**src/common/regfPkg.sv**
```systemverilog
package regfPkg;

   // register file geometry
   localparam int REG_COUNT = 32;

   // one data word, used across the whole datapath
   typedef logic [31:0] word_t;

   // register index
   typedef logic [4:0] regAddr_t;

   // link address, word aligned, bits 31 down to 2
   typedef logic [31:2] pcLink_t;

   // writeback source, encoding follows the decode stage
   typedef enum logic [1:0] {
      WB_RESULT = 2'd0,
      WB_LINK   = 2'd1,
      WB_LOAD   = 2'd2,
      WB_NONE   = 2'd3
   } wbSrc_t;

   // writeback control from decode
   typedef struct packed {
      regAddr_t wbAddr;
      wbSrc_t   wbSrc;
   } wbCtl_t;

endpackage

```
**src/common/busPkg.sv**
```systemverilog
package busPkg;

   // data memory depth in words
   localparam int MEM_ADDR_BITS = 8;
   localparam int MEM_WORDS = 1 << MEM_ADDR_BITS;

   // lane mask, bit 3 is the most significant byte
   typedef logic [3:0] byteSel_t;

   // word address into the data memory
   typedef logic [MEM_ADDR_BITS-1:0] memAddr_t;

   // access size, same as the low two opcode bits
   typedef enum logic [1:0] {
      SIZE_BYTE = 2'd0,
      SIZE_HALF = 2'd1,
      SIZE_WORD = 2'd2
   } accSize_t;

   // load/store operation from the core
   typedef struct packed {
      logic        valid;
      logic        store;
      accSize_t    size;
      logic [31:0] addr;
   } memOp_t;

   // request shape shared by both bus masters
   typedef struct packed {
      logic           valid;
      logic           write;
      byteSel_t       byteSel;
      memAddr_t       addr;
      regfPkg::word_t wdata;
   } busReq_t;

   // external debug access
   typedef struct packed {
      logic           valid;
      logic           write;
      memAddr_t       addr;
      regfPkg::word_t wdata;
   } dbgReq_t;

endpackage

```
**src/verilog/memArbiter.sv**
```systemverilog
module memArbiter (
   input  logic            gclk,
   input  logic            reset,
   input  busPkg::busReq_t coreReq,
   input  busPkg::busReq_t dbgBusReq,
   output busPkg::busReq_t memReq,
   output logic            dbgGrant
);

   logic dbgWins;

   // core side always has priority
   assign dbgWins = dbgBusReq.valid && !coreReq.valid;

   always_comb begin
      if (dbgWins) begin
         memReq = dbgBusReq;
      end else begin
         memReq = coreReq;
      end
   end

   // grant marks the debug data phase one cycle later
   always_ff @(posedge gclk) begin
      if (reset) begin
         dbgGrant <= 1'b0;
      end else begin
         dbgGrant <= dbgWins;
      end
   end

endmodule
```
**config.mk**
```make
export PLATFORM = sky130hd
export DESIGN_NAME = memArbiter
export DESIGN_NICKNAME = d
export VERILOG_FILES = /design/src/common/regfPkg.sv /design/src/common/busPkg.sv /design/src/verilog/memArbiter.sv
export SDC_FILE = /design/constraint.sdc
export NUM_CORES = 1
export LEC_CHECK = 0
export ABC_AREA = 1
export BUFFER_PORTS_ARGS = -buffer_cell sky130_fd_sc_hd__buf_2
export CAP_MARGIN = 10
export CORE_MARGIN = 2
export CORE_UTILIZATION = 26
export DETAILED_ROUTE_END_ITERATION = 16
export PLACE_DENSITY = 0.85
export RECOVER_POWER = 50
export SLEW_MARGIN = 20
export SYNTH_ARGS = -nofsm -noshare
export SYNTH_HDL_FRONTEND = slang
export SYNTH_SLANG_ARGS = --single-unit
```
**constraint.sdc**
```tcl
create_clock -name gclk -period 1.1 [get_ports gclk]
set_input_delay 0.055 -clock gclk [delete_from_list [all_inputs] [get_ports gclk]]
set_output_delay 0.055 -clock gclk [all_outputs]
set_load 0.01 [all_outputs]
```
**After elaboration in Yosys (flattened, before gate mapping)**

Cells that the tools add are included.

- Flip-flop bits (word level): 1
- Latch bits: 0
- Memory bits (writable): 0
- Memory bits (read-only): 0
- Input bits: 94
- Word-level logic and storage cells: 4
- Memories kept: 0

- Add/subtract/negate cells: 0
- Multipliers: 0
- Divide/modulo/power cells: 0
- Order comparisons: 0
- Eq/ne operators: 0
- Shift operators: 0
- Multiplexer cells: 1
- Bitwise gates (word level): 0
- Reduce and logical (&&, ||, !) cells: 2

Operators by type and width:

| operator | number |
|---|---|
| 46-bit 2-to-1 mux | 1 |
| 1-bit logical AND | 1 |
| 1-bit zero test | 1 |

**Depth between registers and ports, before layout**

- Depth in word-level cells: 3
- Mapped depth: 5
- Mapped depth without buffers: 4

**Least setup slack after synthesis**

Ideal clock, no wire load.

- Path kind: input -> output
- Start point: input coreReq[45] in the netlist's numbering
- End point: output memReq[10] in the netlist's numbering
- Arrival: 0.572 ns
- Setup slack: 0.473 ns
- Cell stages on the path: 5
- Cells stage by stage: inv_2 > nand2_2 > buf_4 > nand2_1 > nand2_1

RTL lines:

| what | line | text |
|---|---|---|
| from (decl) | memArbiter.sv:4 | `input busPkg::busReq_t coreReq,` |
| to (decl) | memArbiter.sv:6 | `output busPkg::busReq_t memReq,` |

==> results.txt <==
Post-Syn Area per Cell = 4.449 sq um
Top Registers = dbgGrant x1
Ports = 141
Critical Path Source Type = input pin
Top Family by Delay on Critical Path = buffers and inverters
Grt total ovfl = 0
Netlist cell types = 9
Worst Hold Class = input pin to flip-flop
Largest net degree at the start of global routing = 26
First-pass DRT Iterations = 4
Largest register FFs = 1
Row cnt = 18
Data required time of the worst path = 1.04 ns
Post-detail-place hpwl = 2.451 mm
RSZ-0062 raised after global routing = false
Worst Setup Slack, final = 0.2029 ns
Worst path arrival time = 0.84 ns
Max layer used = met3
DRT iter0 DRCs = 16
Top reg by flops = dbgGrant
Critical setup path kind = input pin to output pin
# diodes = 0
Routed wire per std cell = 9.377 um
Postcts setup bufs = 0
Core ar. = 0.002477 sq mm
Worst rel slew slack = 0.8436
Min Hold Slack = 0.2126 ns
Total Power = 0.6147 mW
Total track usage = 0.1644
CTS clk-pin slew, worst paths = 0 ns
CP Depth = 7
Pwr dens = 448.2 mW/mm^2
Cells along the critical path = buf_2 > inv_2 > nand2_1 > buf_4 > nand2_1 > nand2_1 > clkbuf_1
DR vias/cell = 4.652
Fin nets = 382
Fin util = 0.5535
Final min period = 0.8971 ns
Final Cell Area = 0.001371 sq mm
Number of synthesis warnings = 0
M1 WL = 1.080 mm
Number of global-route vias before repair = 988
Hold depth = 2
Filler cells = 272
Worst slack, placed = 0.2646 ns
# resized after CTS = 0
Static Leak = 0.9389 nW
WP buf/inv = 4
Share of layout cells above drive strength 1 = 0.4476
Die area = 0.003043 sq mm
Area Growth Syn to Fin = 101.5%
Post-synthesis instance area = 680.7 sq um
Die Wd = 55.17 um
Seq/Total Area, Yosys = 0.02941
Cell mode on critical path = nand2_1
Placer Congestion = 0.7112
Worst IR drop on VDD = 0.3164 mV
Wire length on met2 = 1.485 mm
Period utilization = 0.8156
Fmax = 1115 MHz
Cell Count Post-Placement = 316
Mapped Cells = 153
CP endpoint kind = output pin
Final setup fails = 0
Initial antenna violation count = 0
Syn_nets = 247
Worst stage delay on the critical path = 0.25 ns
Hold Vio Cnt, Final = 0
CP max FO = 21
CP max stage cell = buf_4
Cell area after placement = 0.001399 sq mm
Hold_buf cts = 0
Worst-Margin Slew = 0.2346 ns
Setup TNS Final = 0 ns
Outcome = complete, no violations
DRC viols = 0
Initial Util = 0.2747
Final Non-Filler Cells = 316
Port Buffers = 140
Final Max Tran Viols = 0
Max_cap viols = 0
First-pass GRT wire length = 3.981 mm
Vias = 1,470
Met3 WL = 396 um
Routed wire length = 2.963 mm
Seq cells post-synth = 1
DRT antenna net count = 0
Die Ht = 55.17 um
-- kinds of logic after synthesis --
kind of cell           after synthesis  synth area share
AND/OR/NAND/NOR                    138            0.8511
flip-flops                           1           0.02941
buffers and inverters               14            0.1195
-- final timing paths --
kind,slack [ns],to,from
worst min-delay path,0.21,dbgGrant,reset
worst max-delay path,0.20,memReq[23],coreReq[45]
-- routing by layer --
| layer | vias to the layer above | global-route usage |
|---|---|---|
| met5 | - | 0 |
| met4 | 0 | 0.01220 |
| met1 | 627 | 0.2163 |
| met2 | 86 | 0.3016 |
| li1 | 757 | - |
| met3 | 0 | 0.01344 |
-- cells in the final DEF (no fill, tap or decap) --
cell      Yosys  routed
clkbuf_1      0      20
nor2_1        1       1
dfxtp_1       1       1
nand3_1      45      45
buf_12        0       1
or2_2         1       1
buf_4         5       5
buf_2         8     120
inv_2         1       1
nand2_1      90      91
-- cell usage after synthesis (all sizes together) --
cell	count	area, sq um
buf	13	77.58
or2	1	6.260
nand3	45	225.2
inv	1	3.750
nand2	91	344.1
dfxtp	1	20.02
nor2	1	3.750
-- layout make-up --
class | instances | area, sq um | area share
Multi-Input combinational cell | 138 | 576.8 | 0.4206
Timing Repair Buffer | 146 | 733.2 | 0.5347
Tap cell | 30 | 37.54 | 0.02737
Inverter | 1 | 3.754 | 0.002737
Sequential cell | 1 | 20.02 | 0.01460
-- report_power, final --
group	switching, mW	internal, mW	leakage (nW)
registers	0.000365	0.0385	0.00822
logic	0.301	0.275	0.931
clock network	0	0	0
total	0.301	0.313	0.939
(Power assumes the default switching activity.)
