===== src/common/regfPkg.sv =====
package regfPkg;

   // register file geometry
   localparam int REG_COUNT = 32;

   // one data word, used across the whole datapath
   typedef logic [31:0] word_t;

   // register index
   typedef logic [4:0] regAddr_t;

   // link address, word aligned, bits 31 down to 2
   typedef logic [31:2] pcLink_t;

   // writeback source, encoding follows the decode stage
   typedef enum logic [1:0] {
      WB_RESULT = 2'd0,
      WB_LINK   = 2'd1,
      WB_LOAD   = 2'd2,
      WB_NONE   = 2'd3
   } wbSrc_t;

   // writeback control from decode
   typedef struct packed {
      regAddr_t wbAddr;
      wbSrc_t   wbSrc;
   } wbCtl_t;

endpackage


===== src/common/busPkg.sv =====
package busPkg;

   // data memory depth in words
   localparam int MEM_ADDR_BITS = 8;
   localparam int MEM_WORDS = 1 << MEM_ADDR_BITS;

   // lane mask, bit 3 is the most significant byte
   typedef logic [3:0] byteSel_t;

   // word address into the data memory
   typedef logic [MEM_ADDR_BITS-1:0] memAddr_t;

   // access size, same as the low two opcode bits
   typedef enum logic [1:0] {
      SIZE_BYTE = 2'd0,
      SIZE_HALF = 2'd1,
      SIZE_WORD = 2'd2
   } accSize_t;

   // load/store operation from the core
   typedef struct packed {
      logic        valid;
      logic        store;
      accSize_t    size;
      logic [31:0] addr;
   } memOp_t;

   // request shape shared by both bus masters
   typedef struct packed {
      logic           valid;
      logic           write;
      byteSel_t       byteSel;
      memAddr_t       addr;
      regfPkg::word_t wdata;
   } busReq_t;

   // external debug access
   typedef struct packed {
      logic           valid;
      logic           write;
      memAddr_t       addr;
      regfPkg::word_t wdata;
   } dbgReq_t;

endpackage


===== src/verilog/lsuPort.sv =====
module lsuPort (
   input  logic             gclk,
   input  logic             reset,
   input  busPkg::memOp_t   memOp,
   input  regfPkg::word_t   storeData,
   output busPkg::busReq_t  coreReq,
   output busPkg::byteSel_t dwbSel,
   output busPkg::accSize_t accSize
);
   import busPkg::*;

   byteSel_t laneSel;

   // lane 3 holds the lowest byte address
   always_comb begin
      case (memOp.size)
         SIZE_BYTE: laneSel = byteSel_t'(4'b1000 >> memOp.addr[1:0]);
         SIZE_HALF: laneSel = memOp.addr[1] ? 4'b0011 : 4'b1100;
         SIZE_WORD: laneSel = 4'b1111;
         default:   laneSel = 4'b0000;
      endcase
   end

   always_comb begin
      coreReq.valid = memOp.valid;
      coreReq.write = memOp.store;
      coreReq.byteSel = laneSel;
      coreReq.addr = memOp.addr[MEM_ADDR_BITS+1:2];
      coreReq.wdata = storeData;
   end

   // size goes to the store sizer in the same cycle
   assign accSize = memOp.size;

   // lane mask for the returning read data, zero outside a load
   always_ff @(posedge gclk) begin
      if (reset) begin
         dwbSel <= '0;
      end else if (memOp.valid && !memOp.store) begin
         dwbSel <= laneSel;
      end else begin
         dwbSel <= '0;
      end
   end

endmodule


===== config.mk =====
export PLATFORM = sky130hd
export DESIGN_NAME = lsuPort
export DESIGN_NICKNAME = d
export VERILOG_FILES = /design/src/common/regfPkg.sv /design/src/common/busPkg.sv /design/src/verilog/lsuPort.sv
export SDC_FILE = /design/constraint.sdc
export NUM_CORES = 1
export LEC_CHECK = 0
export ABC_CLOCK_PERIOD_IN_PS = 1200
export BUFFER_PORTS_ARGS = -buffer_cell sky130_fd_sc_hd__buf_2
export CAP_MARGIN = 20
export CORE_MARGIN = 8
export CORE_UTILIZATION = 23
export DETAILED_ROUTE_END_ITERATION = 7
export PLACE_DENSITY = 0.84
export RECOVER_POWER = 50
export SLEW_MARGIN = 5
export SYNTH_ARGS = -nofsm -noshare
export SYNTH_HDL_FRONTEND = slang
export SYNTH_SLANG_ARGS = --single-unit
export TNS_END_PERCENT = 1

===== constraint.sdc =====
create_clock -name gclk -period 1.2 [get_ports gclk]
set_input_delay 0.06 -clock gclk [delete_from_list [all_inputs] [get_ports gclk]]
set_output_delay 0.06 -clock gclk [all_outputs]
set_load 0.05 [all_outputs]

# After elaboration in Yosys (flattened, before gate mapping)
# Cells that the tools add are included.
[totals]
ff_bits = 4
inputBits = 70
wordCells = 11
[classes]
shift = 1
bitwise_logic = 1
n_mux = 2
n_eq_ne = 2
n_reduce_logical = 4
[ops]
columns = ["operator", "count"]
rows = [
  ["one-hot mux 4 bit (3 select lines)", 1],
  ["2-to-1 mux 4 bit", 1],
  ["right shift 4 x 2 -> 4 bit, first input constant", 1],
  ["== test 2 x 1 -> 1 bit, second input constant", 1],
  ["== test 2 bit, second input constant", 1],
  ["zero test 2 bit", 1],
  ["OR reduction 2 bit", 1],
  ["logical AND 1 bit", 1],
  ["zero test 1 bit", 1],
  ["inverter 1 bit", 1],
]

# Longest topological paths before layout
[logic_depth]
depth_word = 4
mapped_depth = 3
ltp_nobuf = 3

# Worst setup path before layout
# OpenSTA, ideal clock, no wires.
[synth_timing]
path_type = "input port to output port"
startpoint = "input port memOp[33] (netlist name)"
endpoint = "output port coreReq[40] (netlist name)"
setup_slack_ns = 0.198
path_stages = 3
required_ns = 1.140
arrival_ns = 0.942
n_path_buf = 0
cell_sequence = "nand2_1 -> o21ai_0 -> nor2_1"
[synth_rtl]
columns = ["item", "line_no", "rtl"]
rows = [
  ["start: declaration", "lsuPort.sv:4", "input busPkg::memOp_t memOp,"],
  ["end: declaration", "lsuPort.sv:6", "output busPkg::busReq_t coreReq,"],
]

==> flow_summary.json <==
{
  "cts-resized-gates": 0,
  "biggestRegsByFlops": "dwbSel (4)",
  "max-slew-margin-rel_pct": 70.7,
  "io_pins": 122,
  "fin_area_sq_um": 323,
  "count_of_mapped_cells_out_of_synthesis": 65,
  "setup_total_negative_slack_ns": 0,
  "synth.yosys.warnings": 0,
  "clock_power_share_pct": 35.6,
  "period_share_pct": 80.3,
  "timing.setup.critical_path_class": "in2out",
  "std_cell_rows": 17,
  "vdd.ir_drop.worst_uv": 349,
  "rsz0062_at_grt": "no",
  "clkSinkCount": 4,
  "coreArea_sq_um": 2130,
  "crit_path_end_kind": "output pin",
  "total_cts_buffers": 3,
  "grt_start_max_net_pins": 7,
  "unique_cell_type_count_in_the_yosys_netlist": 10,
  "cts-root-to-sink-buffers": 2,
  "layout.nets": 115,
  "report.final.hold_viol_count": 0,
  "grt_first_pass_wirelength_um": 1520,
  "htree_num_levels": 1,
  "clock-root-buffer": "clkbuf_4",
  "wirelength_um": 1120,
  "yosys_register_bits": 4,
  "finalCriticalPeriod_ns": 0.964,
  "die_span_x_um": 62.6,
  "die_h_um": 62.6,
  "p_total_uw": 447,
  "drt_pre_antenna_iters": 4,
  "first_global_vias": 300,
  "floorplan.initialDensity_pct": 23.5,
  "hp-class": "in2out",
  "setup_viol": 0,
  "detail_route.vias_per_cell": 4.08,
  "swShare_pct": 36.9,
  "area.growth.synth_to_final_pct": -35.5,
  "power_per_cell_area_nw_per_um2": 1380,
  "maxCapViolCount": 0,
  "postSynthNetCount": 135,
  "critPathRequiredTime_ns": 1.14,
  "detailedRoute.firstIterationViolations": 36,
  "post_synth_design_cell_area_sq_um": 500,
  "cts.repair_timing.setup_buffer_count": 0,
  "worstPathMaxFanout": 6,
  "pwr-share-seq_pct": 31.0,
  "drc_errors": 0,
  "placedCellCount": 68,
  "internal_power_uw": 282,
  "synth_sequential_area_ratio_pct": 16.0,
  "drive_above_1_share_pct": 55.8,
  "antenna_cells": 0,
  "largest_register_ff_count": 4,
  "place_ws_ns": 0.247,
  "cts.hold.buffers_added": 0,
  "startpoint": "memOp[33]",
  "layout.cells.most_common_list": "19 x buf_2, 8 x nor2_1, 4 x dfxtp_1",
  "maxClockFrequency_mhz": 1040,
  "run_status": "complete, no violations",
  "placed_cell_area_sq_um": 300,
  "port_buffers": 19,
  "detail_route.wl_per_cell_um": 15.8,
  "clock_tree_from_tritoncts": "yes",
  "total_die_area_sq_um": 3920,
  "antenna_left": 0,
  "timing_worst_slew_pin_value_ns": 0.435,
  "groute.usage.overall_pct": 5.19,
  "slew_viol_final": 0,
  "worst_setup_path_start_kind": "input port",
  "cellLeakagePower_uw": 0.000163,
  "routabilityCongestion": 0.751,
  "power.switching_uw": 165,
  "via_count": 290,
  "largest_register": "dwbSel",
  "comb_power_share_pct": 33.4,
  "crit_end": "coreReq[40]",
  "final_common_cell": "buf_2",
  "synth_area_per_cell_sq_um": 7.70,
  "postLayoutSetupSlackWorst_ns": 0.236,
  "worst-endpoint-arrival_ns": 0.90,
  "fin_cells": 71,
  "antenna_found_initial": 0,
  "layout.filler_cells": 248,
  "grt_remaining_overflow": 0,
  "place.detailed.hpwl_um": 938
}
-- per-stage QoR --
stage               hold slack [ns]  util, %
finish                        0.120     15.2
global route                  0.120     15.2
CTS                           0.117     15.2
detailed placement            0.120     14.1
global placement              0.120     14.1
floorplan                     0.257        -
-- worst max-delay path, stage by stage --
cell and delay, ns:
buf_2 0.14, o21ai_0 0.39, nor2_1 0.09, buf_2 0.22
-- power by group through the flow --
stage / clock network, uW / registers, uW / logic [uW]
after global routing: 175 / 139 / 157
final: 159 / 139 / 149
after CTS: 170 / 139 / 150
after detailed placement: 0 / 141 / 150
after floorplan: 0 / 156 / 460
after global placement: 0 / 141 / 147
-- how the worst min path moves through the flow --
| stage | startpoint | to | slack (ns) | cells past startpoint |
|---|---|---|---|---|
| finish | storeData[13] | coreReq[13] | 0.12 | 0 |
| global route | memOp[6] | coreReq[36] | 0.12 | 0 |
| CTS | reset | dwbSel[3] | 0.12 | 4 |
| detailed placement | storeData[19] | coreReq[19] | 0.12 | 0 |
| global placement | storeData[19] | coreReq[19] | 0.12 | 0 |
| floorplan | reset | dwbSel[1] | 0.26 | 3 |
-- synthesized netlist by cell type --
| library cell | instances | area [sq um] |
|---|---|---|
| buf_4 | 44 | 330 |
| dfxtp_1 | 4 | 80.1 |
| inv_1 | 1 | 3.75 |
| nand2_1 | 1 | 3.75 |
| nand2b_1 | 2 | 12.5 |
| nor2_1 | 8 | 30.0 |
| nor3_2 | 1 | 10.0 |
| nor3b_1 | 1 | 7.51 |
| nor3b_2 | 1 | 12.5 |
| o21ai_0 | 2 | 10.0 |
-- cells by family after synthesis --
group,share of synthesized area [%]
compound gates,2.00
buf+inv,66.7
flops,16.0
simple gates,15.2
-- layout make-up --
class	count	area (sq um)	area share [%]
multi-input cells	16	86.3	26.7
well taps	28	35.0	10.9
repair buffers	19	95.1	29.5
flip-flops and latches	4	80.1	24.8
inverters	1	3.75	1.16
clock buffers	3	22.5	6.98
-- layer usage --
| metal | global-route usage (%) | wire length (um) | vias to the layer above |
|---|---|---|---|
| met4 | 10.8 | 160 | 0 |
| met2 | 5.82 | 396 | 32 |
| li1 | - | - | 112 |
| met3 | 7.17 | 341 | 26 |
| met5 | 0 | 0 | - |
| met1 | 1.94 | 222 | 120 |
No activity file was read; power rests on OpenSTA's default activity.
