File: src/common/regfPkg.sv
package regfPkg;

   // register file geometry
   localparam int REG_COUNT = 32;

   // one data word, used across the whole datapath
   typedef logic [31:0] word_t;

   // register index
   typedef logic [4:0] regAddr_t;

   // link address, word aligned, bits 31 down to 2
   typedef logic [31:2] pcLink_t;

   // writeback source, encoding follows the decode stage
   typedef enum logic [1:0] {
      WB_RESULT = 2'd0,
      WB_LINK   = 2'd1,
      WB_LOAD   = 2'd2,
      WB_NONE   = 2'd3
   } wbSrc_t;

   // writeback control from decode
   typedef struct packed {
      regAddr_t wbAddr;
      wbSrc_t   wbSrc;
   } wbCtl_t;

endpackage

File: src/common/busPkg.sv
package busPkg;

   // data memory depth in words
   localparam int MEM_ADDR_BITS = 8;
   localparam int MEM_WORDS = 1 << MEM_ADDR_BITS;

   // lane mask, bit 3 is the most significant byte
   typedef logic [3:0] byteSel_t;

   // word address into the data memory
   typedef logic [MEM_ADDR_BITS-1:0] memAddr_t;

   // access size, same as the low two opcode bits
   typedef enum logic [1:0] {
      SIZE_BYTE = 2'd0,
      SIZE_HALF = 2'd1,
      SIZE_WORD = 2'd2
   } accSize_t;

   // load/store operation from the core
   typedef struct packed {
      logic        valid;
      logic        store;
      accSize_t    size;
      logic [31:0] addr;
   } memOp_t;

   // request shape shared by both bus masters
   typedef struct packed {
      logic           valid;
      logic           write;
      byteSel_t       byteSel;
      memAddr_t       addr;
      regfPkg::word_t wdata;
   } busReq_t;

   // external debug access
   typedef struct packed {
      logic           valid;
      logic           write;
      memAddr_t       addr;
      regfPkg::word_t wdata;
   } dbgReq_t;

endpackage

File: src/verilog/debugPort.sv
module debugPort (
   input  logic            gclk,
   input  logic            reset,
   input  busPkg::dbgReq_t dbgReq,
   input  logic            dbgGrant,
   input  regfPkg::word_t  rdata,
   output busPkg::busReq_t dbgBusReq,
   output logic            dbgAck,
   output regfPkg::word_t  dbgRdData
);

   logic pending;

   // no new request while the last one is in flight or being acked
   always_comb begin
      dbgBusReq.valid = dbgReq.valid && !pending && !dbgAck;
      dbgBusReq.write = dbgReq.write;
      dbgBusReq.byteSel = '1;
      dbgBusReq.addr = dbgReq.addr;
      dbgBusReq.wdata = dbgReq.wdata;
   end

   // pending covers the cycle after issue, until the grant is known
   always_ff @(posedge gclk) begin
      if (reset) begin
         pending <= 1'b0;
         dbgAck <= 1'b0;
      end else begin
         pending <= dbgBusReq.valid;
         dbgAck <= dbgGrant;
      end
   end

   always_ff @(posedge gclk) begin
      if (dbgGrant) begin
         dbgRdData <= rdata;
      end
   end

endmodule

File: config.mk
export PLATFORM = sky130hd
export DESIGN_NAME = debugPort
export DESIGN_NICKNAME = d
export VERILOG_FILES = /design/src/common/regfPkg.sv /design/src/common/busPkg.sv /design/src/verilog/debugPort.sv
export SDC_FILE = /design/constraint.sdc
export NUM_CORES = 1
export LEC_CHECK = 0
export CAP_MARGIN = 5
export CORE_AREA = 2 2 60 62
export CTS_CLUSTER_DIAMETER = 60
export CTS_CLUSTER_SIZE = 30
export DETAILED_ROUTE_END_ITERATION = 8
export DIE_AREA = 0 0 62 64
export DONT_BUFFER_PORTS = 1
export PLACE_DENSITY_LB_ADDON = 0.3
export SKIP_LAST_GASP = 1
export SLEW_MARGIN = 10
export SYNTH_ARGS = -nofsm -noshare
export SYNTH_HDL_FRONTEND = slang
export SYNTH_SLANG_ARGS = --single-unit
File: constraint.sdc
create_clock -name gclk -period 1.2 [get_ports gclk]
set_clock_uncertainty 0.2 [all_clocks]
set_input_delay 0.24 -clock gclk [delete_from_list [all_inputs] [get_ports gclk]]
set_output_delay 0.24 -clock gclk [all_outputs]
set_load 0.05 [all_outputs]
### Yosys cells after proc, flatten, opt, wreduce, memory -nomap -nowiden

Index checks and enable logic that the tools add are counted.

| word-level totals | value |
|---|---|
| bits in registers | 34 |
| word-level logic and storage cells | 7 |
| input bits | 77 |

| operators by class | value |
|---|---|
| reduce and logical (&&, ||, !) cells | 4 |

Operator list:

| kind | count |
|---|---|
| 1-bit logical AND | 2 |
| 1-bit zero test | 2 |

### Logic depth before layout (Yosys ltp)

Gate-level depths: netlist of the first run.

| logic depth | value |
|---|---|
| depth after elaboration | 3 |
| gate-level depth with buffers | 1 |
| gate-level depth less buffers | 1 |

### Worst setup path before layout of the first run

OpenSTA, ideal clock, no wires.

| timing | value |
|---|---|
| kind | reg-to-output |
| start | register dbgAck |
| end | output port dbgBusReq[45] (netlist bit) |
| path slack | -943 ps |
| arrival time | 1703 ps |
| cell stages (with the launch flop) | 2 |
| path buffers | 0 |
| path through | dfxtp_1 -> nor3b_1 |

RTL lines:

| element | line | RTL |
|---|---|---|
| from (decl) | debugPort.sv:8 | `output logic dbgAck,` |
| from (signal assigned) | debugPort.sv:30 | `dbgAck <= dbgGrant;` |
| to (decl) | debugPort.sv:7 | `output busPkg::busReq_t dbgBusReq,` |

==> results.md, run 1 <==
* Status: complete, but fails checks
* Violated checks: hold timing, setup timing
* CORE AREA at approximately 3300 um2
* Area of the multi-input gates at ~55 um2
* Crit path DAT at 1.07 ns
* CP endpoint kind: primary output
* Synth Warn # at 0
* Max Fclk at 0.660 GHz
* Die width at 62 um
* Max Root-Sink Buffers at 2
* Gr ovfl total at 0
* FILL cells at 232
* Number of buffers created by CTS at 5
* Max-slew violations at 0
* Hold slack at -0.187 ns
* Hpwl dp at between 1.5 and 2 mm
* Final Setup Violations at 34
* Worst vdd ir at 0.607 mV
* CTS sink cnt at 34
* Placed Area at around 1600 um2
* First-pass GRT wire length at 3.72 mm
* Initial antenna violation count at 0
* # diodes at 0
* DRC Markers at 0
* Register Area at 1010 um2
* Hold_buf cts at 34
* Max-cap violation count at 0
* Met2 wire len at 1.35 mm
* PwrDens at 1380 nW/um2
* Period utilization at 126%
* WS Path Type: reg2out
* HP Class: in2reg
* Io pins at 156
* Ratio of cells with drive above 1 in the final layout at about 40%
* Synthesized cell area at ~1400 um2
* Crit-path slowest cell: dfxtp_4
* Fin worst setup slack at -0.314 ns
* Cells after synthesis at 83
* Final hold viol count at 33
* H-tree level count at 2
* Top Layer Used: met4
* Metal3 WL at approximately 500 um
* GRT Resource Usage Total at 14.2%
* P_leak at 0.798 nW
* Vias in the first global route at between 700 and 800
* Die Ht at 64 um
* Post-synth top area cell: edfxtp_1
* Crit-path cells: nor3b_4, buf_12
* FP Rows at 21
* Synth top area share at around 70%
* Layout Nets at 195
* # port buffers at 0
* DR pass1 iterations at 4
* Layout area overhead at 49.9%
* Root buffer cell: clkbuf_4
* Mapped Avg Cell Area at 16.5 um2
* Max stage delay on crit path at 0.37 ns
* DR vias at 700
* Die area at between 3000 and 4000 um2
* CTS tree: yes
* Antenna-violating nets left at 0
* Iteration-0 DRC count of the detailed router at 13
* Reg clk slew, reported paths at 0.10 ns
* DR WL/cell at about 17 um
* DR vias/cell at between 4 and 5
* Drt total wl at between 2 and 3 mm
* Design area at 2060 um2
* Sequential element share of the synthesized area at 73.0%
* Min cycle time layout at ~1.5 ns
* Crit path max fanout at 2
* Placer Congestion at 0.604
* Clock Latency Late Sink at 0.33 ns
* Largest net degree at the start of global routing at 34
* Yosys reg bits at 34
* Initial Util at 41.8%
* Post-layout power at 2.84 mW
* Nature of the critical path startpoint: register
* Synth area leaders: edfxtp_1, buf_4, dfxtp_1, nor4b_2, nor3b_1
* Cell variety after synth at 7
* RSZ-0062 raised after global routing: true
* Wire length on met1 at 858 um
* Worst path required time at 0.76 ns
## area by class of cell
class	count	area share (%)
Tap cell	46	2.80
Timing Repair Buffer	70	42.5
Clock buffer	6	2.50
Clock inverter	2	0.609
Multi-Input combinational cell	7	2.68
Sequential cell	34	48.9
## worst max-delay path: cells and delay by family (launching register included)
family	cells	cell delay (ns)
buffers and inverters	1	0.16
flip-flops	1	0.37
AND/OR/NAND/NOR	1	0.21
## synthesized netlist by cell type
master and instances:
dfxtp_1 2, nor2b_1 1, edfxtp_1 32, nor4b_2 1
conb_1 1, buf_4 45, nor3b_1 1
## flip-flops by register name, summed over array words and instances, names as in the netlist
register and flops:
pending 1, dbgAck 1, dbgRdData 32
## kinds of logic (layout without fill, tap and decap cells)
logic type	Yosys count	after routing	synth area share (%)
other cells	1	4	0.273
flops	34	34	73.0
buf+inv	45	78	24.6
simple gates	3	3	2.10
## metal layers
metal	global-route usage, %	vias up
li1	-	304
met1	11.7	309
met2	22.9	72
met3	9.31	15
met4	10.4	0
met5	0	-
## power breakdown
part / switching [mW] / internal [mW]
logic: 0.404 / 0.323
clock network: 0.373 / 0.281
registers: 0.0576 / 1.40
total: 0.834 / 2.00
## timing repair
| action | CTS | global route |
|---|---|---|
| buffers inserted | 2 | 0 |
| setup endpoints to repair | 34 | 34 |
| endpoints found under the hold margin | 66 | 33 |
| pin swaps | 1 | 0 |
| gates resized for setup | 21 | 0 |
## worst paths after layout
| check | start | end | slack (ns) | depth (start not counted) |
|---|---|---|---|---|
| worst min register to register | pending | pending | 0.33 | 2 |
| worst max register to register | dbgAck | pending | 0.06 | 3 |
| worst max-delay path | dbgAck | dbgBusReq[45] | -0.31 | 2 |
| worst min-delay path | dbgGrant | dbgRdData[12] | -0.19 | 0 |
## cell usage in the layout, fill, tap and decap left out
cell type and count:
buf_12 15, buf_4 2, buf_6 18, buf_8 1, clkbuf_4 5, clkbuf_8 1
clkinv_2 1, clkinvlp_4 1, conb_1 4, dfxtp_2 1, dfxtp_4 1, dlygate4sd3_1 34
edfxtp_1 32, nor2b_1 1, nor3b_4 1, nor4b_2 1
## stage by stage
| step | TNS (ns) | utilization (%) | hold WS (ns) | setup slack [ns] | std cells |
|---|---|---|---|---|---|
| finish | -5.37 | 62.6 | -0.187 | -0.314 | 165 |
| global route | -7.19 | 62.6 | -0.221 | -0.381 | 165 |
| CTS | -6.10 | 62.6 | -0.211 | -0.330 | 165 |
| detailed placement | 0 | 47.5 | 0.112 | 0.0406 | 121 |
| global placement | 0 | 47.5 | 0.104 | 0.0555 | 121 |
| floorplan | -0.150 | - | 0.102 | -0.150 | 86 |
Power figures use the tool's default switching activity.
==> inputs of run 2 (changes only) <==
--- a/config.mk
+++ b/config.mk
@@ -6,13 +6,15 @@
 export NUM_CORES = 1
 export LEC_CHECK = 0
 export CAP_MARGIN = 5
-export CORE_AREA = 2 2 60 62
+export CORE_ASPECT_RATIO = 0.75
+export CORE_MARGIN = 2
+export CORE_UTILIZATION = 24
 export CTS_CLUSTER_DIAMETER = 60
 export CTS_CLUSTER_SIZE = 30
 export DETAILED_ROUTE_END_ITERATION = 8
-export DIE_AREA = 0 0 62 64
 export DONT_BUFFER_PORTS = 1
 export PLACE_DENSITY_LB_ADDON = 0.3
+export RECOVER_POWER = 25
 export SKIP_LAST_GASP = 1
 export SLEW_MARGIN = 10
 export SYNTH_ARGS = -nofsm -noshare
==> run 2 against run 1 <==
Compared with the run above: sequential cell count is the same; register-to-register slack better by 0.11 ns; sequential share of layout area is 0.88 points lower; clock power is 14% higher; largest power group unchanged; combinational power down 0.7%; non-clock buffer count is 2 lower; the flow still finishes with violations (hold timing, setup timing); die area up 60%; worst setup slack improved by 0.057 ns; critical path depth unchanged.
==> results.md, run 2 (synthesis gave the netlist of run 1 again) <==
* H-tree level count at 2 (unchanged)
* Drt total wl at 2.76 mm (-2.6%)
* Hpwl dp at 1.94 mm (+1.9%)
* # diodes at 0 (unchanged)
* Initial antenna violation count at 0 (unchanged)
* Clock Latency Late Sink at 0.28 ns (-0.05 ns)
* Root buffer cell: clkbuf_8
* Vias in the first global route at 757 (+1.3%)
* CP endpoint kind: primary output
* DR vias/cell at 3.57 (-16%)
* PwrDens at 1400 nW/um2 (+1.3%)
* Crit path DAT at 1.02 ns (-0.05 ns)
* GRT Resource Usage Total at 8.80% (-5.4 points)
* Largest net degree at the start of global routing at 34 (unchanged)
* Max Fclk at 0.686 GHz (+3.9%)
* Max-cap violation count at 0 (unchanged)
* Violated checks: hold timing, setup timing
* Post-layout power at 2.93 mW (+3.2%)
* Largest registers: dbgRdData x32, dbgAck x1, pending x1
* Crit path max-delay family: flip-flops
* Worst path required time at 0.76 ns (about the same)
* Commonest non-fill, non-tap cells in the layout: dlygate4sd3_1, edfxtp_1, buf_6
* Crit path max fanout at 2 (unchanged)
* Final cell count without fillers at 192 (+16%)
* CTS sink cnt at 34 (unchanged)
* Max reg flops at 32 (unchanged)
* Crit-path cells: nor3b_4, buf_12
* RSZ-0062 raised after global routing: true
* Fin worst setup slack at -0.257 ns (+0.0573 ns)
* Max Root-Sink Buffers at 2 (unchanged)
* DR vias at 685 (-2.1%)
* Reg-to-reg slack, setup at 0.17 ns (+0.11 ns)
* Commonest non-fill, non-tap cell in the layout: dlygate4sd3_1
* Placer Congestion at 0.630 (+4.4%)
* Worst vdd ir at 0.328 mV (-46%)
* Layout area overhead at 52.6%
* DR pass1 iterations at 2 (-2)
* Antenna-violating nets left at 0 (unchanged)
* Post-CTS Setup Inserts at 0 (-2)
* Crit-path slowest cell: dfxtp_2
* Placed cells at 150 (+24%)
* Reg clk slew, reported paths at 0.06 ns (-0.04 ns)
* Iteration-0 DRC count of the detailed router at 11 (-2)
* Biggest register: dbgRdData
* Number of buffers created by CTS at 5 (unchanged)
* DRC Markers at 0 (unchanged)
* Ratio of cells with drive above 1 in the final layout at 36.8% (-3.6 points)
* Gr ovfl total at 0 (unchanged)
* Max stage delay on crit path at 0.34 ns (-0.03 ns)
* Period utilization at 121% (-4.8 points)
* Die area at 6340 um2 (+60%)
* CORE AREA at 5440 um2 (+66%)
* First-pass GRT wire length at 4.15 mm (+12%)
* Initial Util at 25.2% (-17 points)
* Max-slew violations at 0 (unchanged)
* Nature of the critical path startpoint: register
* Final hold viol count at 33 (unchanged)
* HP Class: in2reg
* Hold slack at -0.128 ns (+0.0584 ns)
* Die Ht at 69.5 um (+8.5%)
* Status: complete, but fails checks
* WS Path Type: reg2out
* P_leak at 0.794 nW (-0.50%)
* Io pins at 156 (unchanged)
* DR WL/cell at 14.4 um (-16%)
* Min cycle time layout at 1.46 ns (-0.0573 ns)
* Final Setup Violations at 34 (unchanged)
* Layout Nets at 193 (-1.0%)
* FP Rows at 23 (+9.5%)
* Hold_buf cts at 34 (unchanged)
* CTS tree: yes
* # port buffers at 0 (unchanged)
* Buf+Inv Stages, Crit Path at 1 (unchanged)
* Die width at 91.3 um (+47%)
-- run 2: cell count changes in the layout (fill, tap and decap cells not counted) --
cell        previous run  this run
clkinv_2               1         0
clkbuf_8               1         5
buf_4                  2         0
clkinv_1               0         3
clkinvlp_4             1         0
clkbuf_4               5         0
-- run 2: final cells by class --
| class | count | area, um2 |
|---|---|---|
| sequential | 34 | 1010 |
| fill | 486 | 3350 |
| timing repair buffer | 68 | 858 |
| clock inverter | 3 | 11.3 |
| tap | 75 | 93.8 |
| clock buffer | 5 | 68.8 |
| multi-input combinational | 7 | 55.1 |
-- run 2: per-stage QoR --
stage                     setup slack, ns  utilization [%]  setup TNS (ns)  area, um2
final                              -0.257             38.5           -2.89       2090
after global routing               -0.307             38.5           -4.23       2090
after CTS                          -0.272             38.5           -3.42       2090
after detailed placement           0.0396             29.4               0       1600
after global placement             0.0543             29.4               0       1600
after floorplan                    -0.150                -          -0.150       1400
-- run 2: final timing paths --
check	from	endpoint	cells past startpoint
worst max-delay path	pending	dbgBusReq[45]	2
worst min-delay path	dbgGrant	dbgRdData[1]	0
worst max register to register	dbgAck	pending	2
worst min register to register	pending	pending	1
-- run 2: timing repair --
item / in CTS / in global routing
hold endpoints to repair: 66 / 33
setup endpoints to repair: 34 / 34
cloned: 0 / 0
pin swaps: 1 / 0
resized for setup: 21 / 0
-- run 2: layer usage --
metal  global-route usage (%)  routed length, um
met3                     9.78                480
met4                     2.53                 36
met5                        0                  0
met1                     6.98                871
met2                     14.2               1370
-- run 2: worst register-to-register path, cell delays in order, from the launching register on --
cell and delay [ns]:
dfxtp_4 0.36, buf_8 0.15, nor4b_2 0.23
-- run 2: power by group --
group	internal, mW	switching, mW
clock network	0.386	0.362
registers	1.40	0.0573
logic	0.319	0.403
