==> src/common/regfPkg.sv <==
package regfPkg;

   // register file geometry
   localparam int REG_COUNT = 32;

   // one data word, used across the whole datapath
   typedef logic [31:0] word_t;

   // register index
   typedef logic [4:0] regAddr_t;

   // link address, word aligned, bits 31 down to 2
   typedef logic [31:2] pcLink_t;

   // writeback source, encoding follows the decode stage
   typedef enum logic [1:0] {
      WB_RESULT = 2'd0,
      WB_LINK   = 2'd1,
      WB_LOAD   = 2'd2,
      WB_NONE   = 2'd3
   } wbSrc_t;

   // writeback control from decode
   typedef struct packed {
      regAddr_t wbAddr;
      wbSrc_t   wbSrc;
   } wbCtl_t;

endpackage

==> src/common/busPkg.sv <==
package busPkg;

   // data memory depth in words
   localparam int MEM_ADDR_BITS = 8;
   localparam int MEM_WORDS = 1 << MEM_ADDR_BITS;

   // lane mask, bit 3 is the most significant byte
   typedef logic [3:0] byteSel_t;

   // word address into the data memory
   typedef logic [MEM_ADDR_BITS-1:0] memAddr_t;

   // access size, same as the low two opcode bits
   typedef enum logic [1:0] {
      SIZE_BYTE = 2'd0,
      SIZE_HALF = 2'd1,
      SIZE_WORD = 2'd2
   } accSize_t;

   // load/store operation from the core
   typedef struct packed {
      logic        valid;
      logic        store;
      accSize_t    size;
      logic [31:0] addr;
   } memOp_t;

   // request shape shared by both bus masters
   typedef struct packed {
      logic           valid;
      logic           write;
      byteSel_t       byteSel;
      memAddr_t       addr;
      regfPkg::word_t wdata;
   } busReq_t;

   // external debug access
   typedef struct packed {
      logic           valid;
      logic           write;
      memAddr_t       addr;
      regfPkg::word_t wdata;
   } dbgReq_t;

endpackage

==> src/regf/regBank.sv <==
module regBank (
   input  logic              gclk,
   input  logic              reset,
   input  logic              readEn,
   input  regfPkg::regAddr_t readAddr,
   input  logic              writeEn,
   input  regfPkg::regAddr_t writeAddr,
   input  regfPkg::word_t    writeData,
   output regfPkg::word_t    readData
);
   import regfPkg::*;

   word_t    regs [REG_COUNT];
   regAddr_t addrQ;

   // address is captured on decode, data follows from the array
   always_ff @(posedge gclk) begin
      if (reset) begin
         addrQ <= '0;
      end else if (readEn) begin
         addrQ <= readAddr;
      end
   end

   // R0 is cleared while reset is held
   always_ff @(posedge gclk) begin
      if (reset) begin
         regs[0] <= '0;
      end else if (writeEn) begin
         regs[writeAddr] <= writeData;
      end
   end

   assign readData = regs[addrQ];

endmodule

==> src/regf/regFile.sv <==
module regFile (
   input  logic              gclk,
   input  logic              reset,
   input  logic              exEn,
   input  logic              decEn,
   input  regfPkg::regAddr_t rdA,
   input  regfPkg::regAddr_t rdB,
   input  regfPkg::regAddr_t rdD,
   input  regfPkg::wbCtl_t   wbCtl,
   input  regfPkg::word_t    result,
   input  regfPkg::pcLink_t  pcLink,
   input  busPkg::byteSel_t  dwbSel,
   input  regfPkg::word_t    dataIn,
   input  busPkg::accSize_t  accSize,
   output regfPkg::word_t    regA,
   output regfPkg::word_t    regB,
   output regfPkg::word_t    storeData
);
   import regfPkg::*;
   import busPkg::*;

   logic     wEn;
   logic     doWrite;
   word_t    wrData;
   word_t    bankA, bankB, bankD;
   word_t    regD;
   regAddr_t rdSel, regDAddr;
   word_t    loadSized, loadData;
   logic     fwdHit;
   word_t    storeSrc;

   // writes land one cycle behind the execute enable
   assign doWrite = wEn && (wbCtl.wbSrc != WB_NONE) && (wbCtl.wbAddr != '0);

   always_comb begin
      case (wbCtl.wbSrc)
         WB_RESULT: wrData = result;
         WB_LINK:   wrData = {pcLink, 2'b00};
         WB_LOAD:   wrData = loadData;
         default:   wrData = '0;
      endcase
   end

   regBank bankAI (.gclk(gclk), .reset(reset), .readEn(decEn), .readAddr(rdA),
      .writeEn(doWrite), .writeAddr(wbCtl.wbAddr), .writeData(wrData), .readData(bankA));
   regBank bankBI (.gclk(gclk), .reset(reset), .readEn(decEn), .readAddr(rdB),
      .writeEn(doWrite), .writeAddr(wbCtl.wbAddr), .writeData(wrData), .readData(bankB));
   regBank bankDI (.gclk(gclk), .reset(reset), .readEn(decEn), .readAddr(rdD),
      .writeEn(doWrite), .writeAddr(wbCtl.wbAddr), .writeData(wrData), .readData(bankD));

   always_ff @(posedge gclk) begin
      if (reset) begin
         wEn <= 1'b0;
         rdSel <= '0;
      end else begin
         wEn <= exEn;
         if (decEn) begin
            rdSel <= rdD;
         end
      end
   end

   // operand registers, regDAddr tracks which register regD holds
   always_ff @(posedge gclk) begin
      regA <= bankA;
      regB <= bankB;
      regD <= bankD;
      regDAddr <= rdSel;
   end

   // load sizer, shift the selected lane down and zero fill
   always_comb begin
      case (dwbSel)
         4'b1000: loadSized = {24'd0, dataIn[31:24]};
         4'b0100: loadSized = {24'd0, dataIn[23:16]};
         4'b0010: loadSized = {24'd0, dataIn[15:8]};
         4'b0001: loadSized = {24'd0, dataIn[7:0]};
         4'b1100: loadSized = {16'd0, dataIn[31:16]};
         4'b0011: loadSized = {16'd0, dataIn[15:0]};
         4'b1111: loadSized = dataIn;
         default: loadSized = '0;
      endcase
   end

   // an empty lane mask means no load data phase, so hold the last load
   always_ff @(posedge gclk) begin
      if (|dwbSel) begin
         loadData <= loadSized;
      end
   end

   // forward the writeback that commits at the same edge as the store
   assign fwdHit = wEn && (wbCtl.wbAddr == regDAddr) && (wbCtl.wbAddr != '0);

   always_comb begin
      if (fwdHit && wbCtl.wbSrc == WB_LOAD) begin
         storeSrc = loadData;
      end else if (fwdHit && wbCtl.wbSrc == WB_RESULT) begin
         storeSrc = result;
      end else begin
         storeSrc = regD;
      end
   end

   // store sizer, replicate across lanes
   always_comb begin
      case (accSize)
         SIZE_BYTE: storeData = {4{storeSrc[7:0]}};
         SIZE_HALF: storeData = {2{storeSrc[15:0]}};
         SIZE_WORD: storeData = storeSrc;
         default:   storeData = '0;
      endcase
   end

endmodule

==> config.mk <==
export PLATFORM = sky130hd
export DESIGN_NAME = regFile
export DESIGN_NICKNAME = d
export VERILOG_FILES = /design/src/common/regfPkg.sv /design/src/common/busPkg.sv /design/src/regf/regBank.sv /design/src/regf/regFile.sv
export SDC_FILE = /design/constraint.sdc
export NUM_CORES = 2
export LEC_CHECK = 0
export BUFFER_PORTS_ARGS = -buffer_cell sky130_fd_sc_hd__clkbuf_2
export CAP_MARGIN = 40
export CORE_MARGIN = 2
export CORE_UTILIZATION = 45
export CTS_BUF_LIST = sky130_fd_sc_hd__clkbuf_2
export DETAILED_ROUTE_END_ITERATION = 8
export MAX_ROUTING_LAYER = met4
export PLACE_DENSITY_LB_ADDON = 0.25
export SETUP_SLACK_MARGIN = 0.05
export SYNTH_ARGS = -nofsm -noshare
export SYNTH_HDL_FRONTEND = slang
export SYNTH_SLANG_ARGS = --single-unit
==> constraint.sdc <==
create_clock -name gclk -period 11.5 [get_ports gclk]
set_clock_uncertainty 0.2 [all_clocks]
set_input_delay 2.3 -clock gclk [delete_from_list [all_inputs] [get_ports gclk]]
set_output_delay 2.3 -clock gclk [all_outputs]
set_load 0.01 [all_outputs]
### Word-level counts from Yosys, hierarchy flattened

Memory sizes are Yosys's and may differ from the RTL's. A register that Yosys moved wholly into a read port is not among the register bits.
Index checks and enable logic that the tools add are counted.
W data, S select, Z words.

* register bits: 53
* RAM bits: 3072
* bits of input ports: 126
* output and inout port bits: 96
* word-level logic and storage cells: 54
* memories kept: 3

* eq/ne operators: 13
* mux-type cells: 19
* reductions and logical operators: 13

Memory list
* bankAI.regs: depth 32, bits a word 32, rd ports 1, clocked after Yosys merged registers in 1, wr ports 1, line regBank.sv:13 `word_t regs [REG_COUNT];`
* bankBI.regs: depth 32, bits a word 32, rd ports 1, clocked after Yosys merged registers in 1, wr ports 1, line regBank.sv:13
* bankDI.regs: depth 32, bits a word 32, rd ports 1, clocked after Yosys merged registers in 1, wr ports 1, line regBank.sv:13

Operators with widths (count)
* $pmux W32 S7: 1
* $pmux W32 S3: 2
* $mux W32: 5
* $reduce_or A32 Y1: 3
* $mux W5: 3
* $eq A4 B4 Y1 const B: 3
* $eq A4 B2 Y1 const B: 2
* $mux W1: 8
* $logic_and A1 B1 Y1: 6
* $eq A5 B5 Y1: 1
* $reduce_bool A5 Y1: 1
* $eq A2 B1 Y1 const B: 2
* $eq A2 B2 Y1 const B: 2
* $eq A4 B1 Y1 const B: 1
* $eq A4 B3 Y1 const B: 1
* $logic_not A2 Y1: 2
* $reduce_or A4 Y1: 1
* $ne A2 B2 Y1 const B: 1

### Depth between registers and ports, before layout

* word-level depth: 8
* depth in mapped cells: 9
* gate-level depth less buffers: 5

### Cells and area by module

From an unflattened synthesis, not the netlist that was laid out.

* cell total of the unflattened synthesis: 7335
* area total of the unflattened synthesis: 126525.1 um^2

By module, submodules not included
* regBank: times used 3, cells an instance 2289, area an instance 40346.2 um^2, sequential area each 30949.7 um^2
* regFile: times used 1, cells an instance 468, area an instance 5486.5 um^2, sequential area each 3103.0 um^2

### Least setup slack after synthesis

Ideal clock, no wire load.

* path kind: input to output
* start point: input port wbCtl[6] (netlist name)
* end point: output port storeData[11]
* arrival time: 4.045 ns
* data required time: 9.000 ns
* slack: 4.955 ns
* stages on the path: 9
* path buffers: 4
* cell sequence: buf_2 -> or3_1 -> clkbuf_1 -> o21a_1 -> buf_2 -> nand3_2 -> buf_4 -> mux2i_1 -> o221ai_1

* cells in the longest elaborated chain, start to end: 7
* elaborated cells on any way between the ends: 9
* classes of those cells: eq/ne (1); mux (3); reduce/logical (5)

Ends and longest elaborated chain
* start, declared: line regFile.sv:9 `input regfPkg::wbCtl_t wbCtl,`
* $eq A5 B5 Y1: line regFile.sv:93 `assign fwdHit = wEn && (wbCtl.wbAddr == regDAddr) && (wbCtl.wbAddr != '0);`
* $logic_and A1 B1 Y1: line regFile.sv:93
* $logic_and A1 B1 Y1 (*): line regFile.sv:93
* $logic_and A1 B1 Y1: line regFile.sv:98 `end else if (fwdHit && wbCtl.wbSrc == WB_RESULT) begin`
* $mux W32: line regFile.sv:98
* $mux W32 (*): line regFile.sv:96 `if (fwdHit && wbCtl.wbSrc == WB_LOAD) begin`
* $pmux W32 S3 (*): line regFile.sv:107 `case (accSize)`
* end, declared: line regFile.sv:17 `output regfPkg::word_t storeData`

Mark *: on every way between the ends. The rest lies on a longest branch, timed or not.

### Worst setup path in the final report

* start point: input port wbCtl[4] (netlist name)
* end point: output port storeData[24]

Same word-level chain as after synthesis.

==> flow_metrics.tcl <==
set metrics [dict create \
    status "completed" \
    regArea_um2 34100 \
    cap_violations 0 \
    hp-start "rdSel[4]" \
    critPathMaxFanout 22 \
    die-area_um2 137300 \
    final_util_pct 50.38 \
    instances_no_fill 5313 \
    ys_async_sr_fraction_pct 0 \
    setup_viol 0 \
    synthFlopType "edfxtp_1" \
    overflow 0 \
    layout_worst_path_cycle_share_pct 69.96 \
    h-tree-depth 5 \
    rsz0062_at_grt "no" \
    dr.pass1.iters 6 \
    synth_warnings 0 \
    grt_antenna_before_repair 20 \
    io_pins 222 \
    synth_top_area_share_pct 52.47 \
    worstReg2RegEnd "regA[15]" \
    coreArea_um2 133500 \
    syn_nets 3006 \
    r2r_slack_ns 7.17 \
    syn_to_final_growth_pct 11.25 \
    fill_cells 10960 \
    layout.nets 3421 \
    ctsHoldBuffers 0 \
    p_clk_share_pct 34.9 \
    peakVddDrop_v 0.0001020 \
    multi_input_area_um2 25410 \
    cts_setup_buffers 0 \
    numCtsBuffers 320 \
    reg2reg_from "bankAI.addrQ[0]" \
    cp.arrival_ns 5.54 \
    synth_commonest_cells "1056 x edfxtp_1, 960 x mux4_2, 131 x clkbuf_1, 117 x dfxtp_1, 112 x mux2_2" \
    cp-end-kind "output port" \
    power_frac_seq_pct 56.3 \
    max_slew_margin_pct 17.54 \
    grt_pass1_vias 38110 \
    cts.path.max_buffers 4 \
    wl_per_cell_um 38.36 \
    route.detailed.drc 0 \
    netSwitchingFraction_pct 27.53 \
    initial_core_util_pct 45.29 \
    leakagePower_nw 23.95 \
    tns_ns 0 \
    syn_area_um2 60440 \
    grt_max_degree 140 \
    clkTransAtPathRegs_ns 0.10 \
    drtAntennaViolNets 0 \
    internal_power_mw 6.067 \
    power_density_nw_per_um2 124.5 \
    drt_iter0_markers 5062 \
    crit_top_cell "clkbuf_2" \
    gp_congestion 0.9160 \
    dr_total_vias 37010 \
    netSwitchingPower_mw 2.305 \
    routed_wl_um 203800 \
    place_hpwl_um 121200 \
    hold_path_class "flip-flop to flip-flop" \
    synthDistinctLibCells 40 \
    cts_root_buffer "clkbuf_2" \
    yosys.area.top_type "edfxtp_1" \
    ctsResizeCount 0 \
    drive_gt1_share_pct 57.00 \
    avgSynthCellArea_um2 20.99 \
    cts_num_sinks 1173 \
    max_clock_freq_mhz 124.3 \
    min_period_ns 8.045 \
    vias_per_cell 6.965 \
    cts_tree "yes" \
    slowest_stage "a21oi_1" \
    synth.area.top_cells "edfxtp_1 52%, mux4_2 36%, dfxtp_1 3.9%" \
    tightest_slew_ns 1.237 \
    synthMostInstantiatedCell "edfxtp_1" \
    slowest_delay_ns 0.64 \
    r2r_cells 5 \
    dp_cells 4734 \
    ys_ff_latch 1173 \
    crit_chain "clkbuf_2, or3_1, o21a_1, nand3_2, buf_4, a21oi_1, o221ai_1, clkbuf_2" \
    p_comb_share_pct 8.8 \
    slew_viol_final 0 \
    critPathKind "input pin to output port" \
    die_h_um 370.5 \
    worstSkewPairLatency_ns 1.72 \
    ys_seq_area_share_pct 56.34 \
    synth_edf_count 1056 \
    holdPathStages 2 \
    synthCells 2880 \
    grt_first_pass_wirelength_um 286600 \
    io_buffers 221 \
    rows 134 \
    grt_usage_pct 30.96 \
    die-width_um 370.5 \
    start_kind "input pin" \
    critPathRequiredTime_ns 9.00 \
    finalHoldViolCount 0 \
    hold-path-endpoint "rdSel[4]" \
]
-- area by class of cell --
class	count	area share, %
diodes	24	0.08932
clock buffers	471	3.506
clock inverters	77	0.5304
inverters	8	0.04466
multi-input cells	1427	37.80
flip-flops and latches	1173	50.72
well taps	1768	3.290
repair buffers	365	4.023
-- power by group through the flow --
stage / combinational, mW / clock [mW] / sequential [mW]
after floorplan: 0.475 / 0 / 4.75
final: 0.738 / 2.92 / 4.71
after CTS: 0.727 / 2.97 / 4.71
after detailed placement: 0.725 / 0 / 4.80
after global routing: 0.764 / 3.17 / 4.72
after global placement: 0.696 / 0 / 4.81
-- flip-flops by register name, indices dropped and copies added (netlist names) --
name / cells
wEn: 1
bankBI.regs: 512
loadData: 32
regDAddr: 5
bankAI.addrQ: 5
regA: 32
regB: 32
rdSel: 5
bankDI.regs: 512
bankBI.addrQ: 5
regD: 32
-- critical path, delay by kind of cell --
family,cells,cell delay [ns]
AOI/OAI and AO/OA,3,1.40
buffers and inverters,3,0.87
and+or+nand+nor,2,0.93
-- cells in the final DEF, fill, tap and decap left out, drive strengths merged, types with 14 or more instances in the layout --
cell type	n
and2	18
mux2i	47
diode	24
dfxtp	117
o221ai	16
buf	140
nor2	103
a21oi	35
mux4	960
clkbuf	696
clkinv	72
edfxtp	1056
mux2	112
nand2	14
-- how the worst max path moves through the flow --
stage | startpoint | end | slack, ns | cells past startpoint
after floorplan | wbCtl[6] | storeData[11] | 4.96 | 9
after global placement | wbCtl[4] | storeData[9] | 3.37 | 8
after detailed placement | wbCtl[4] | storeData[27] | 3.72 | 8
after CTS | wbCtl[4] | storeData[27] | 3.70 | 8
after global routing | wbCtl[4] | storeData[25] | 3.37 | 8
final | wbCtl[4] | storeData[24] | 3.46 | 8
-- metrics by stage --
step	power, mW	hold WS (ns)	cell area [µm²]	setup WS (ns)
finish	8.371	0.3148	67240	3.455
global route	8.654	0.3297	67230	3.371
CTS	8.402	0.3133	67130	3.704
detailed placement	5.530	0.2919	64410	3.718
global placement	5.506	0.2737	63730	3.370
floorplan	5.221	0.1258	60440	4.955
-- cells by family after synthesis --
family                 share of synthesized area, %
multiplexers                                  38.64
AND/OR/NAND/NOR                               1.513
flip-flops                                    56.34
buffers and inverters                         2.155
XOR/XNOR                                    0.07245
AO/OA/AOI/OAI                                 1.279
-- metal layers --
layer / track usage, % / part of all wire, % / up-vias
met5: - / 0 / -
met4: 11.22 / 3.6 / 0
met3: 12.64 / 16 / 549
met2: 43.69 / 45 / 3044
met1: 40.46 / 36 / 19490
li1: - / - / 13920
No activity file was read; power rests on OpenSTA's default activity.
